**src/ucb_pkg.sv**
```systemverilog
package ucb_pkg;

   // Packet type codes in header bits 3:0
   localparam logic [3:0] ucb_read_nack = 4'b0000;
   localparam logic [3:0] ucb_read_ack  = 4'b0001;
   localparam logic [3:0] ucb_read_req  = 4'b0100;
   localparam logic [3:0] ucb_write_req = 4'b0101;
   localparam logic [3:0] ucb_int       = 4'b1000;

   localparam int ucb_reg_count    = 8;   // Local register file depth
   localparam int ucb_doorbell_idx = 7;   // Write here raises an interrupt

   // Request and ack header word with the high field first
   typedef struct packed {
      logic [9:0]  rsv;
      logic [39:0] addr;
      logic [2:0]  size;     // Carried but never interpreted
      logic [1:0]  buf_id;
      logic [4:0]  thr;
      logic [3:0]  pkt;
   } ucb_req_hdr_t;

   // Interrupt header word
   typedef struct packed {
      logic [33:0] rsv;
      logic [5:0]  vec;
      logic [5:0]  stat;
      logic [8:0]  dev;
      logic [4:0]  thr;
      logic [3:0]  pkt;      // Same place as in the request view
   } ucb_int_hdr_t;

   // One header word decoded by packet type
   typedef union packed {
      ucb_req_hdr_t req;
      ucb_int_hdr_t intr;
   } ucb_hdr_u;

   typedef struct packed {
      logic [63:0] data;     // Second word on the bus
      ucb_hdr_u    hdr;      // First word whose low beat goes first
   } ucb_pkt_t;

   // Queued request to the local unit
   typedef struct packed {
      logic        rd;
      logic        wr;
      logic [4:0]  thr;
      logic [1:0]  buf_id;
      logic [2:0]  size;
      logic [39:0] addr;
      logic [63:0] data;     // Write data unused by reads
   } ucb_req_t;

   typedef struct packed {
      logic        nack;
      logic [4:0]  thr;
      logic [1:0]  buf_id;
      logic [63:0] data;
   } ucb_ack_t;

   typedef struct packed {
      logic [4:0]  thr;
      logic [8:0]  dev;
      logic [5:0]  stat;
      logic [5:0]  vec;
   } ucb_intr_t;

endpackage

```
**src/ucb_bus_in.sv**
```systemverilog
module ucb_bus_in #(
   parameter int IOB_UCB_WIDTH = 16
) (
   input  logic                     clk,
   input  logic                     arst_n,
   input  logic                     iob_ucb_vld,
   input  logic [IOB_UCB_WIDTH-1:0] iob_ucb_data,
   output logic                     ucb_iob_stall,
   output logic                     in_vld,
   output ucb_pkg::ucb_pkt_t        in_pkt,
   input  logic                     in_ready
);

   localparam int BEATS = 128 / IOB_UCB_WIDTH;            // Beats per packet
   localparam int CNT_W = (BEATS > 1) ? $clog2(BEATS) : 1;

   logic [CNT_W-1:0] beat_cnt;
   logic             pkt_full;    // Packet assembled and waiting for the core
   logic             beat_take;
   logic             last_beat;
   logic [127:0]     shift_q;

   assign beat_take = iob_ucb_vld & ~pkt_full;   // Bridge holds beats while stalled
   assign last_beat = (beat_cnt == CNT_W'(BEATS - 1));

   always_ff @(posedge clk or negedge arst_n) begin
      if (!arst_n) begin
         beat_cnt <= '0;
         pkt_full <= 1'b0;
      end else begin
         if (beat_take) begin
            beat_cnt <= last_beat ? '0 : beat_cnt + 1'b1;
         end
         if (beat_take && last_beat) begin
            pkt_full <= 1'b1;
         end else if (in_ready) begin
            pkt_full <= 1'b0;    // Core took it
         end
      end
   end

   // New beat enters at the top, so the first beat ends up lowest
   always_ff @(posedge clk) begin
      if (beat_take) begin
         shift_q <= {iob_ucb_data, shift_q[127:IOB_UCB_WIDTH]};
      end
   end

   assign in_pkt        = shift_q;
   assign in_vld        = pkt_full;
   assign ucb_iob_stall = pkt_full;   // Hold the bridge until the transfer

endmodule

```
**src/ucb_flow.sv**
```systemverilog
module ucb_flow (
   input  logic               clk,
   input  logic               arst_n,
   input  logic               in_vld,
   input  ucb_pkg::ucb_pkt_t  in_pkt,
   output logic               in_ready,
   output logic               req_vld,
   output ucb_pkg::ucb_req_t  req,
   input  logic               req_acpted,
   input  logic               ack_vld,
   input  ucb_pkg::ucb_ack_t  ack,
   output logic               ack_busy,
   input  logic               int_vld,
   input  ucb_pkg::ucb_intr_t intr,
   output logic               int_busy,
   output logic               out_wr,
   output ucb_pkg::ucb_pkt_t  out_pkt,
   output logic [1:0]         out_vec,    // One enable per 64-bit word
   input  logic               out_busy
);

   ucb_pkg::ucb_req_hdr_t in_hdr;
   logic                  is_rd;
   logic                  is_wr;
   logic                  wr_buf;
   logic                  rd_buf;
   logic [1:0]            buf_head;   // One-hot
   logic [1:0]            buf_tail;   // One-hot
   logic [1:0]            head_rot;
   logic [1:0]            tail_rot;
   logic                  buf_full;
   logic                  buf_empty;
   ucb_pkg::ucb_req_t     req_in;
   ucb_pkg::ucb_req_t     req_q [2];
   logic                  ack_buf_vld;
   logic                  int_buf_vld;
   logic                  int_last;   // Interrupt was served last
   logic                  ack_rd;
   logic                  int_rd;
   ucb_pkg::ucb_ack_t     ack_q;
   ucb_pkg::ucb_intr_t    int_q;

   assign in_hdr   = in_pkt.hdr.req;
   assign is_rd    = (in_hdr.pkt == ucb_pkg::ucb_read_req);
   assign is_wr    = (in_hdr.pkt == ucb_pkg::ucb_write_req);
   assign in_ready = ~buf_full | ~(is_rd | is_wr);   // Unknown types always drain
   assign wr_buf   = in_vld & in_ready & (is_rd | is_wr);
   assign rd_buf   = req_vld & req_acpted;
   assign head_rot = {buf_head[0], buf_head[1]};
   assign tail_rot = {buf_tail[0], buf_tail[1]};

   always_ff @(posedge clk or negedge arst_n) begin
      if (!arst_n) begin
         buf_head  <= 2'b01;
         buf_tail  <= 2'b01;
         buf_full  <= 1'b0;
         buf_empty <= 1'b1;
      end else begin
         if (rd_buf) buf_head <= head_rot;
         if (wr_buf) buf_tail <= tail_rot;
         if (wr_buf && !rd_buf) begin
            buf_empty <= 1'b0;
            buf_full  <= (tail_rot == buf_head);   // Tail caught the head
         end else if (rd_buf && !wr_buf) begin
            buf_full  <= 1'b0;
            buf_empty <= (head_rot == buf_tail);
         end
      end
   end

   assign req_in = '{rd: is_rd, wr: is_wr, thr: in_hdr.thr, buf_id: in_hdr.buf_id,
                     size: in_hdr.size, addr: in_hdr.addr, data: in_pkt.data};

   always_ff @(posedge clk) begin
      if (wr_buf && buf_tail[0]) req_q[0] <= req_in;
      if (wr_buf && buf_tail[1]) req_q[1] <= req_in;
   end

   assign req     = buf_head[0] ? req_q[0] : req_q[1];
   assign req_vld = ~buf_empty;

   // One-entry response buffers the unit fills only while not busy
   always_ff @(posedge clk or negedge arst_n) begin
      if (!arst_n) begin
         ack_buf_vld <= 1'b0;
         int_buf_vld <= 1'b0;
         int_last    <= 1'b0;
      end else begin
         if (ack_vld) ack_buf_vld <= 1'b1;
         else if (ack_rd) ack_buf_vld <= 1'b0;
         if (int_vld) int_buf_vld <= 1'b1;
         else if (int_rd) int_buf_vld <= 1'b0;
         if (ack_rd || int_rd) int_last <= int_rd;
      end
   end

   always_ff @(posedge clk) begin
      if (ack_vld) ack_q <= ack;
      if (int_vld) int_q <= intr;
   end

   assign ack_busy = ack_buf_vld;
   assign int_busy = int_buf_vld;

   // Round robin that alternates only when both wait
   assign ack_rd = ~out_busy & ack_buf_vld & (~int_buf_vld | int_last);
   assign int_rd = ~out_busy & int_buf_vld & (~ack_buf_vld | ~int_last);
   assign out_wr = ack_rd | int_rd;

   always_comb begin
      out_pkt = '0;
      out_vec = 2'b01;                         // Header word only
      if (ack_rd) begin
         out_pkt.data           = ack_q.data;
         out_pkt.hdr.req.pkt    = ack_q.nack ? ucb_pkg::ucb_read_nack : ucb_pkg::ucb_read_ack;
         out_pkt.hdr.req.thr    = ack_q.thr;
         out_pkt.hdr.req.buf_id = ack_q.buf_id;
         out_vec                = ack_q.nack ? 2'b01 : 2'b11;
      end else begin
         out_pkt.hdr.intr.pkt  = ucb_pkg::ucb_int;   // Interrupt view of the word
         out_pkt.hdr.intr.thr  = int_q.thr;
         out_pkt.hdr.intr.dev  = int_q.dev;
         out_pkt.hdr.intr.stat = int_q.stat;
         out_pkt.hdr.intr.vec  = int_q.vec;
      end
   end

endmodule

```
**src/ucb_reg_unit.sv**
```systemverilog
module ucb_reg_unit #(
   parameter logic [8:0] DEV_ID = 9'h01a
) (
   input  logic               clk,
   input  logic               arst_n,
   input  logic               req_vld,
   input  ucb_pkg::ucb_req_t  req,
   output logic               req_acpted,
   output logic               ack_vld,
   output ucb_pkg::ucb_ack_t  ack,
   input  logic               ack_busy,
   output logic               int_vld,
   output ucb_pkg::ucb_intr_t intr,
   input  logic               int_busy
);

   logic [63:0] regs [ucb_pkg::ucb_reg_count];
   logic [2:0]  idx;
   logic        in_range;
   logic        is_db;      // Doorbell register hit
   logic        rd_ok;
   logic        db_ok;
   logic        take_rd;
   logic        take_wr;

   assign idx      = req.addr[5:3];
   assign in_range = ~|req.addr[39:6];
   assign is_db    = in_range & (idx == 3'(ucb_pkg::ucb_doorbell_idx));

   // Busy from the core lags our own pulse by a cycle
   assign rd_ok = ~ack_busy & ~ack_vld;
   assign db_ok = ~int_busy & ~int_vld;

   assign req_acpted = req_vld & (req.rd ? rd_ok : (~is_db | db_ok));
   assign take_rd    = req_acpted & req.rd;
   assign take_wr    = req_acpted & req.wr;

   always_ff @(posedge clk or negedge arst_n) begin
      if (!arst_n) begin
         ack_vld <= 1'b0;
         int_vld <= 1'b0;
         for (int i = 0; i < ucb_pkg::ucb_reg_count; i++) begin
            regs[i] <= '0;
         end
      end else begin
         ack_vld <= take_rd;              // Single-cycle pulses
         int_vld <= take_wr & is_db;
         if (take_wr && in_range) begin
            regs[idx] <= req.data;        // Out of range writes vanish
         end
      end
   end

   always_ff @(posedge clk) begin
      if (take_rd) begin
         ack.nack   <= ~in_range;
         ack.thr    <= req.thr;
         ack.buf_id <= req.buf_id;
         ack.data   <= in_range ? regs[idx] : '0;
      end
      if (take_wr && is_db) begin
         intr.thr  <= req.thr;
         intr.dev  <= DEV_ID;
         intr.stat <= '0;
         intr.vec  <= req.data[5:0];
      end
   end

endmodule

```
**src/ucb_bus_out.sv**
```systemverilog
module ucb_bus_out #(
   parameter int UCB_IOB_WIDTH = 8
) (
   input  logic                     clk,
   input  logic                     arst_n,
   input  logic                     out_wr,
   input  ucb_pkg::ucb_pkt_t        out_pkt,
   input  logic [1:0]               out_vec,
   output logic                     out_busy,
   output logic                     ucb_iob_vld,
   output logic [UCB_IOB_WIDTH-1:0] ucb_iob_data,
   input  logic                     iob_ucb_stall
);

   localparam int BEATS = 128 / UCB_IOB_WIDTH;   // Beats for a full packet
   localparam int HALF  = BEATS / 2;             // Beats per 64-bit word

   logic [127:0]     data_q;
   logic [BEATS-1:0] vec_q;     // Beats still to send with the current one lowest
   logic [BEATS-1:0] vec_in;
   logic             shift;

   // Word enables widen to beat enables
   assign vec_in = {{HALF{out_vec[1]}}, {HALF{out_vec[0]}}};

   assign out_busy = |vec_q;
   assign shift    = out_busy & ~iob_ucb_stall;   // Beat leaves only when not stalled

   always_ff @(posedge clk or negedge arst_n) begin
      if (!arst_n) begin
         vec_q <= '0;
      end else if (out_wr) begin
         vec_q <= vec_in;
      end else if (shift) begin
         vec_q <= vec_q >> 1;
      end
   end

   always_ff @(posedge clk) begin
      if (out_wr) begin
         data_q <= out_pkt;
      end else if (shift) begin
         data_q <= data_q >> UCB_IOB_WIDTH;
      end
   end

   // Beat stays on the bus through a stall
   assign ucb_iob_vld  = vec_q[0];
   assign ucb_iob_data = data_q[UCB_IOB_WIDTH-1:0];

endmodule

```
**src/ucb_top.sv**
```systemverilog
module ucb_top #(
   parameter int         IOB_UCB_WIDTH = 16,
   parameter int         UCB_IOB_WIDTH = 8,
   parameter logic [8:0] DEV_ID        = 9'h01a
) (
   input  logic                     clk,
   input  logic                     arst_n,
   input  logic                     iob_ucb_vld,
   input  logic [IOB_UCB_WIDTH-1:0] iob_ucb_data,
   output logic                     ucb_iob_stall,
   output logic                     ucb_iob_vld,
   output logic [UCB_IOB_WIDTH-1:0] ucb_iob_data,
   input  logic                     iob_ucb_stall
);

   logic               in_vld;       // Assembled packet to the core
   ucb_pkg::ucb_pkt_t  in_pkt;
   logic               in_ready;
   logic               req_vld;      // Queue head to the register unit
   ucb_pkg::ucb_req_t  req;
   logic               req_acpted;
   logic               ack_vld;
   ucb_pkg::ucb_ack_t  ack;
   logic               ack_busy;
   logic               int_vld;
   ucb_pkg::ucb_intr_t intr;
   logic               int_busy;
   logic               out_wr;       // Arbiter winner to the serializer
   ucb_pkg::ucb_pkt_t  out_pkt;
   logic [1:0]         out_vec;
   logic               out_busy;

   ucb_bus_in #(.IOB_UCB_WIDTH(IOB_UCB_WIDTH)) u_bus_in (
      .clk, .arst_n, .iob_ucb_vld, .iob_ucb_data, .ucb_iob_stall,
      .in_vld, .in_pkt, .in_ready
   );

   ucb_flow u_flow (
      .clk, .arst_n,
      .in_vld, .in_pkt, .in_ready,
      .req_vld, .req, .req_acpted,
      .ack_vld, .ack, .ack_busy,
      .int_vld, .intr, .int_busy,
      .out_wr, .out_pkt, .out_vec, .out_busy
   );

   ucb_reg_unit #(.DEV_ID(DEV_ID)) u_reg_unit (
      .clk, .arst_n,
      .req_vld, .req, .req_acpted,
      .ack_vld, .ack, .ack_busy,
      .int_vld, .intr, .int_busy
   );

   ucb_bus_out #(.UCB_IOB_WIDTH(UCB_IOB_WIDTH)) u_bus_out (
      .clk, .arst_n, .out_wr, .out_pkt, .out_vec, .out_busy,
      .ucb_iob_vld, .ucb_iob_data, .iob_ucb_stall
   );

endmodule

```
**config.mk**
```make
export PLATFORM = sky130hd
export DESIGN_NAME = ucb_top
export DESIGN_NICKNAME = d
export VERILOG_FILES = /design/src/ucb_pkg.sv /design/src/ucb_bus_in.sv /design/src/ucb_flow.sv /design/src/ucb_reg_unit.sv /design/src/ucb_bus_out.sv /design/src/ucb_top.sv
export SDC_FILE = /design/constraint.sdc
export NUM_CORES = 1
export LEC_CHECK = 0
export ABC_AREA = 1
export BUFFER_PORTS_ARGS = -buffer_cell sky130_fd_sc_hd__buf_2
export CORE_AREA = 2 2 294 296
export DETAILED_ROUTE_END_ITERATION = 8
export DIE_AREA = 0 0 296 298
export GPL_TIMING_DRIVEN = 0
export PLACE_DENSITY_LB_ADDON = 0.15
export SLEW_MARGIN = 20
export SYNTH_ARGS = -nofsm -noshare
export SYNTH_HDL_FRONTEND = slang
export SYNTH_SLANG_ARGS = --single-unit
```
**constraint.sdc**
```tcl
create_clock -name clk -period 5.9 [get_ports clk]
set_clock_uncertainty 0.15 [all_clocks]
set_input_delay 1.18 -clock clk [delete_from_list [all_inputs] [get_ports clk]]
set_output_delay 1.18 -clock clk [all_outputs]
set_load 0.02 [all_outputs]
```
==> results of run 1 <==
[kinds of logic (layout without fill, tap and decap cells)]
family | count (synthesis) | after routing | share of synthesized area [%]
compound gates | 337 | 337 | 5.28
simple gates | 2263 | 2263 | 20.5
fa+ha+maj | 3 | 3 | 0.0807
buf+inv | 445 | 716 | 4.51
other cells | 0 | 1 | 0
flops | 1180 | 1180 | 69.6
xor+xnor | 1 | 1 | 0.0188
[worst min path at each step]
stage | endpoint | slack [ns] | cells past startpoint
2_1_floorplan | u_bus_in.in_pkt[0]$_DFFE_PP_ | 0.25 | 0
3_3_place_gp | u_flow.ack_q[16]$_DFFE_PP_ | 0.25 | 0
3_5_place_dp | u_bus_in.in_pkt[38]$_DFFE_PP_ | 0.25 | 0
4_1_cts | u_flow.ack_q[57]$_DFFE_PP_ | 0.27 | 0
5_1_grt | u_flow.ack_q[57]$_DFFE_PP_ | 0.27 | 0
6_report | u_flow.ack_q[57]$_DFFE_PP_ | 0.26 | 0
[layer usage]
metal  vias to the layer above  routed length, um  global-route usage [%]
met2                      1853              62200                    47.8
met4                         2               7770                    15.8
li1                      14700                  -                       -
met3                       411              15600                    8.43
met5                         -                 11                       0
met1                     16100              54300                    44.2
[layout by cell type (no fill, tap or decap), types with 55 or more instances in the layout]
cell       count
nor2_1        82
buf_2         55
a22o_1        57
nand3_1      539
clkbuf_16    117
clkbuf_1     132
edfxtp_1     603
inv_1        166
buf_1         76
a22oi_1      193
dfrtp_1      539
nand4_1       68
nand2_1     1550
[flip-flops by register name (all words and copies together) (netlist names), 11 cells and up]
register,count
u_reg_unit.intr,11
u_flow.req_q,220
u_bus_out.data_q,128
u_reg_unit.regs,512
u_bus_out.vec_q,16
u_flow.int_q,11
u_flow.ack_q,72
u_reg_unit.ack,72
u_bus_in.in_pkt,123
[power by group through the flow]
stage / clock (mW) / combinational [mW] / sequential [mW]
6_report: 7.62 / 0.377 / 9.16
5_1_grt: 8.01 / 0.427 / 9.18
4_1_cts: 7.68 / 0.387 / 9.17
3_5_place_dp: 0 / 0.387 / 9.33
3_3_place_gp: 0 / 0.330 / 9.37
2_1_floorplan: 0 / 0.184 / 9.27
[synthesized netlist by cell type]
cell type,count
o211ai_1,1
nand2_2,1
nor2_8,1
o21a_1,2
edfxtp_1,603
nand4_4,8
a22oi_1,193
dfrtp_1,540
o22ai_1,26
nor2_2,1
o2111ai_1,2
clkbuf_1,107
nand3_1,539
a32o_1,1
a21oi_1,4
a22o_1,57
o21ai_0,46
a21oi_4,1
nand2_1,1550
nand4_1,68
xnor2_1,1
buf_1,83
or2_1,2
ha_1,3
buf_2,22
inv_2,3
nand3_2,1
dfstp_2,3
nor2_4,1
buf_4,17
nor2_1,84
inv_1,168
o21bai_1,3
dfxtp_1,34
nor3_1,6
buf_6,45
nand2_4,1
o31ai_1,1
[cell type report]
type	count	area [um^2]	area share, %
Inverter	171	649	1.23
Antenna cell	1	2.50	0.00476
Buffer	274	1480	2.81
Multi-Input combinational cell	2604	12100	22.9
Sequential cell	1180	32400	61.6
Clock inverter	59	713	1.36
Clock buffer	163	3230	6.14
Tap cell	1144	1430	2.72
Timing Repair Buffer	49	661	1.26
[critical path, cell delays in order, from the launching register on]
cell and delay (ns):
dfstp_2 0.55, inv_2 0.10, nand2_1 0.07, nand2_1 0.12
inv_1 0.14, nand3_1 0.08, inv_1 0.13, clkbuf_1 0.90
clkbuf_1 0.99, a22oi_1 0.18, nand4_1 0.35, nand2_1 0.11
inv_1 0.08
==> run summary, run 1 <==
The weighted congestion at the end of routability-driven global placement is 0.919. The number of fillers in the final layout came out at 6,924. Clock-pin slew was measured on the worst setup and hold paths at 0.06 ns. The sequential group share of total power came out at 53.4%. STA puts the critical path data required time at 6.32 ns.

The tightest min-delay check is of the reg -> reg type. The floorplan die height is 298 um. The number of cells in the finished layout apart from fillers is 5,645. The flow ran to the end, and the final reports show no timing, DRC or antenna violations. After detailed routing, the number of remaining DRC violations is 0. The number of core rows came out at 107.

The initial antenna violation count is 1. The residual antenna-violating net count after detailed routing is 0. From synthesis to final layout, the design area changed by 13.1%.

Clock latency on the worst-skew pair, taken at its later pin, is 0.71 ns. The max-slew violation total from the final report came out at 0. The clock period minus final worst setup slack is 4.13 ns. Setup repair after global routing left no endpoint under its margin. The number of standard cells after synthesis is 4,229. Counting every sink on the clock net gives 1,180. The cell-internal power came out at 13.5 mW. The fraction of final layout cells sized beyond drive strength 1 came out at 7.98%. Of the available clock period, the critical path in the final layout requires 70.0%. Of all nets on the critical path, the largest fanout is 10. The hold path startpoint is u_reg_unit.ack[57]$_SDFFCE_PN0P_. The sum of routed wire length over all layers is 140,000 um. The total CTS buffers came out at 116. The critical path ends at u_reg_unit.ack[36]$_SDFFCE_PN0P_. The final worst slack came out at 1.77 ns. The number of nets in the synthesized netlist is 4,252.

Of the synthesized area, sequential elements account for 69.6%. After routing the design area is 0.0526 mm^2. The number of primary I/O pins came out at 30. The worst reg2reg path endpoint is u_reg_unit.ack[36]$_SDFFCE_PN0P_.

The number of endpoints with negative hold slack in the final report came out at 0. The depth of the most critical reg-to-reg path came out at 12. The startpoint of the most critical setup path is u_flow.buf_head[0]$_DFFE_PN1P_. In the final timing run, aggregate negative setup slack is 0 ns. The kind of end point of the critical path is a flip-flop. For the worst setup path, the data arrival time is 4.55 ns.

Hold timing on the final database bottoms out at a slack of 0.265 ns. The reg-to-reg setup timing slack came out at 1.77 ns. The total of hold buffers inserted after clock tree synthesis came out at 0. The number of library cell types mapped by synthesis is 38. The tightest slew margin relative to the limit is 10.6%. The number of buffers added on ports is 29. The total global routing overflow is 0.

The first-pass iteration count of the detailed router came out at 6. The post-synthesis average cell area came out at 11.0 um^2. The total placed instance area is 0.0487 mm^2. The floorplan die width is 296 um. The root buffer cell chosen for the clock tree is clkbuf_16. The post-placement worst setup slack came out at 2.02 ns. The global-route wire length before repair is 207,000 um.

The floorplan step defined a die boundary enclosing 0.0882 mm^2. The largest buffer count on any clock path came out at 3. The peak ir drop on the vdd network is 0.311 mV. The total design power is 17.2 mW. The post-CTS setup buffer count came out at 0.

The net switching share of the total power is 21.2%. The largest net degree at the start of global routing came out at 96. The region available for standard cell placement spans 0.0849 mm^2. For this run, the number of Yosys warnings is 0. The maximum level of the CTS H-tree is 3.

The share of power burned in combinational logic is 2.2%. The area share of the leading cell type in the synthesized netlist came out at 38.9%. The count of vias placed by the detailed router is 33.2k. At the pin with the least slew margin, the transition time is 1.34 ns.

The synthesized netlist occupies a cell area of 0.0465 mm^2. Derived from the worst setup path, the maximum achievable clock frequency is 242 MHz. The detailed placer's ending HPWL came out at 92,800 um.

In the global route stage, overall resource usage came out at 32.2%. The startpoint identified for the worst register-to-register timing path is u_flow.buf_head[0]$_DFFE_PN1P_. STA classifies the critical path startpoint as a flip-flop. The net total in the final layout is 4,419. The wire length per cell came out at 24.8 um. The setup-violating endpoint count in the final report came out at 0. Summed over all nets, the switching power comes to 3.64 mW. The fraction of power consumed by the clock network is 44.4%. The number of placed instances, taps included, is 5,422. TritonCTS built the clock tree. The via-per-instance ratio came out at 5.87. The biggest area contributor in the post-synthesis netlist is edfxtp_1. After synthesis the netlist holds a flip-flop and latch count of 1,180. The number of DRC violations after detailed-routing iteration 0 is 4,685. The tool flagged a number of max-cap violations equal to 0.

The static leakage came out at 23.9 nW. After clock tree synthesis, the repair step resized 0 gates. The initial standard-cell utilization of the core is 54.8%. The power density over the cells came out at 326 mW/mm^2. The critical path in this run is classified as reg -> reg. Sorting the synthesized cells by area gives the leading types as edfxtp_1 (39%), dfrtp_1 (29%), nand2_1 (13%), nand3_1 (5.8%), a22oi_1 (3.1%). Cells fill 62.0% of the core in the end. The via count of the first global-routing pass was 31.7k.
(Power assumes the default switching activity.)
==> inputs of run 2 (changes only) <==
==> constraint.sdc (replaced) <==
create_clock -name clk -period 3.9 [get_ports clk]
set_clock_uncertainty 0.15 [all_clocks]
set_input_delay 0.78 -clock clk [delete_from_list [all_inputs] [get_ports clk]]
set_output_delay 0.78 -clock clk [all_outputs]
set_load 0.02 [all_outputs]
==> run summary, run 2 (synthesized netlist as in run 1, its figures left out) <==
The global-route wire length before repair is 208,000 um. The number of sinks on the clock net came out at 1,180. The static leakage came out at 24.0 nW. For this block, the initial DRC count from the detailed router was 4,860. The residual antenna-violating net count after detailed routing is 0. The wire length per cell is 25.1 um.

The cell total after placement came out at 5,426. Across the VDD grid, the largest voltage drop is 0.398 mV. The die footprint came out at 0.0882 mm^2. The actual slew at the worst max-slew pin is 1.35 ns. The weighted congestion at the end of routability-driven global placement is 0.921. The post-route fraction of the period consumed by the critical path is 99.8%.

The flow ran to the end, and the final reports show no timing, DRC or antenna violations. In this run the horizontal extent of the chip is 296 um. In the final layout, the registers with the most flip-flops are u_reg_unit.regs x512, u_flow.req_q x220, u_bus_out.data_q x128. Input and output buffers added on the ports amount to 29. The tree is rooted in a clkbuf_16.

Detailed placement finished with a half-perimeter wire length of 93,700 um. The post-CTS setup buffer count is 0. The sum of routed wire length over all layers is 142,000 um.

u_reg_unit.regs holds more flip-flops than any other register. Hold is met by 0.0730 ns. At the end of the flow, the number of nets in the layout was 4,426. The number of endpoints with negative hold slack in the final report was 0. The max-slew violation total from the final report is 0. The worst setup path is launched from a flip-flop.

The clock transition at the registers of the reported paths came out at 0.06 ns. The worst hold path belongs to the class in -> reg. The fraction of final layout cells sized beyond drive strength 1 is 8.17%. The initial standard-cell utilization of the core came out at 54.8%. The count of vias placed by the detailed router came out at 33.4k. In the final timing run, aggregate negative setup slack is 0 ns. Setup violations remaining at the end of the flow were counted as 0. The final core utilization is 62.1%. The number of remaining DRC errors is 0. The number of core rows is 107. Entering global routing, the biggest net connects 95 pins. In this run the count of I/O pins placed on the die edge is 30. The library cells used most frequently in the layout, excluding fill and tap cells, are nand2_1 (1,550), edfxtp_1 (603), nand3_1 (539), dfrtp_1 (539), a22oi_1 (193). STA classifies the critical path endpoint as a flip-flop. The clock tree synthesis step divided the H-tree into 3 levels. Summing internal, switching and leakage power gives 26.0 mW. The number of antenna cells inserted came out at 0.

The total global routing overflow came out at 0. Data on the critical path is required at its endpoint by 4.31 ns. Clock tree synthesis inserted a total of 118 buffers. TritonCTS built the clock tree. The register with the most flip-flops in the layout has 512 of them. The via count of the first global-routing pass was 31.7k. The peak fanout along the critical path is 10. The initial antenna violation count is 2. For the worst-skew pair, the clock arrives at the later sink with an insertion delay of 0.73 ns.

Relative to the synthesized area, the layout overhead comes to 13.3%. The library cell used most frequently in the layout, excluding fill and tap cells, is nand2_1. The arrival time of the worst setup path is 4.30 ns. The depth of the most critical reg-to-reg path came out at 10.

The maximum frequency from static timing analysis is 257 MHz. The first-pass iteration count of the detailed router is 6. The floorplan die height came out at 298 um.

Leaving out filler cells and counting taps, the final layout contains 5,651. The worst path needs 3.89 ns of the cycle, external delays included. The worst pin sits at a relative slew slack of 10.3%.

Setup repair after global routing left no endpoint under its margin. The count of max-cap constraint violations came out at 0. The number of cells traversed by the worst hold path came out at 1.

The core region is 0.0849 mm^2. The worst setup path is of the reg -> reg kind. In the global route stage, overall resource usage came out at 32.5%. The via-per-instance ratio came out at 5.91.

For this design the ratio of total power to cell area is 493 mW/mm^2. The largest buffer count on any clock path is 3.
==> run 2: cell count changes in the layout (fill, tap and decap cells not counted), sizes merged <==
cell and change:
clkdlybuf4s15 +1, dlygate4sd3 +1, inv -4, diode -1, clkbuf -10, buf +4, clkinv +12, clkinvlp +3
==> run 2: stage by stage <==
step	worst slack (ns)	instance area, um^2
finish	0.00742	52700
global route	0.0165	52700
CTS	0.0967	52700
detailed placement	0.137	48700
global placement	-10.81	48100
floorplan	-0.651	46500
==> run 2: power breakdown <==
part           total, mW  switching [mW]  internal, mW  leakage [nW]
combinational      0.584           0.419         0.165          8.55
sequential          13.9           0.239          13.6          13.5
clock               11.5            4.91          6.64          1.92
total               26.0            5.57          20.4          24.0
==> run 2: final cells by class <==
class,instances,area [um^2]
plain buffers,274,1500
clock buffers,154,3190
clock inverters,70,753
fillers,6915,32200
inverters,171,649
multi-input cells,2604,12100
flip-flops and latches,1180,32400
well taps,1144,1430
repair buffers,54,736
==> run 2: path summary, 6_finish.rpt <==
path | from | slack [ns] | end
min in group asynchronous | arst_n | 0.49 | u_reg_unit.regs[476]$_DFFE_PN0P_
max | u_flow.buf_head[0]$_DFFE_PN1P_ | 0.007 | u_reg_unit.ack[60]$_SDFFCE_PN0P_
max reg2reg | u_flow.buf_head[0]$_DFFE_PN1P_ | 0.007 | u_reg_unit.ack[60]$_SDFFCE_PN0P_
max in group asynchronous | arst_n | 1.76 | u_flow.buf_tail[0]$_DFFE_PN1P_
min reg2reg | u_reg_unit.ack[55]$_SDFFCE_PN0P_ | 0.26 | u_flow.ack_q[55]$_DFFE_PP_
min | iob_ucb_data[12] | 0.07 | u_bus_in.in_pkt[124]$_DFFE_PP_
==> run 2: what timing repair did <==
| item | 4_1_cts | 5_1_grt |
|---|---|---|
| gates resized for setup | 0 | 10 |
| setup endpoints to repair | 0 | 19 |
| hold buffers | 1 | 0 |
| hold endpoints to repair | 67 | 0 |
==> run 2: routing by layer <==
metal  up-vias  wire [um]  track usage [%]
met5         -         13                0
met4         2       7870             16.4
li1      14700          -                -
met3       408      15800             7.56
met2      1961      63300             48.5
met1     16300      54900             44.9
==> run 2: worst max-delay path, stage by stage (launching register included) <==
cell     delay (ns)
dfstp_2        0.55
buf_4          0.19
nand2_1        0.07
nand2_1        0.16
nand3_1        0.48
inv_2          0.52
buf_1          0.84
a22oi_1        0.25
nand4_1        0.27
nand2_1        0.18
inv_1          0.09
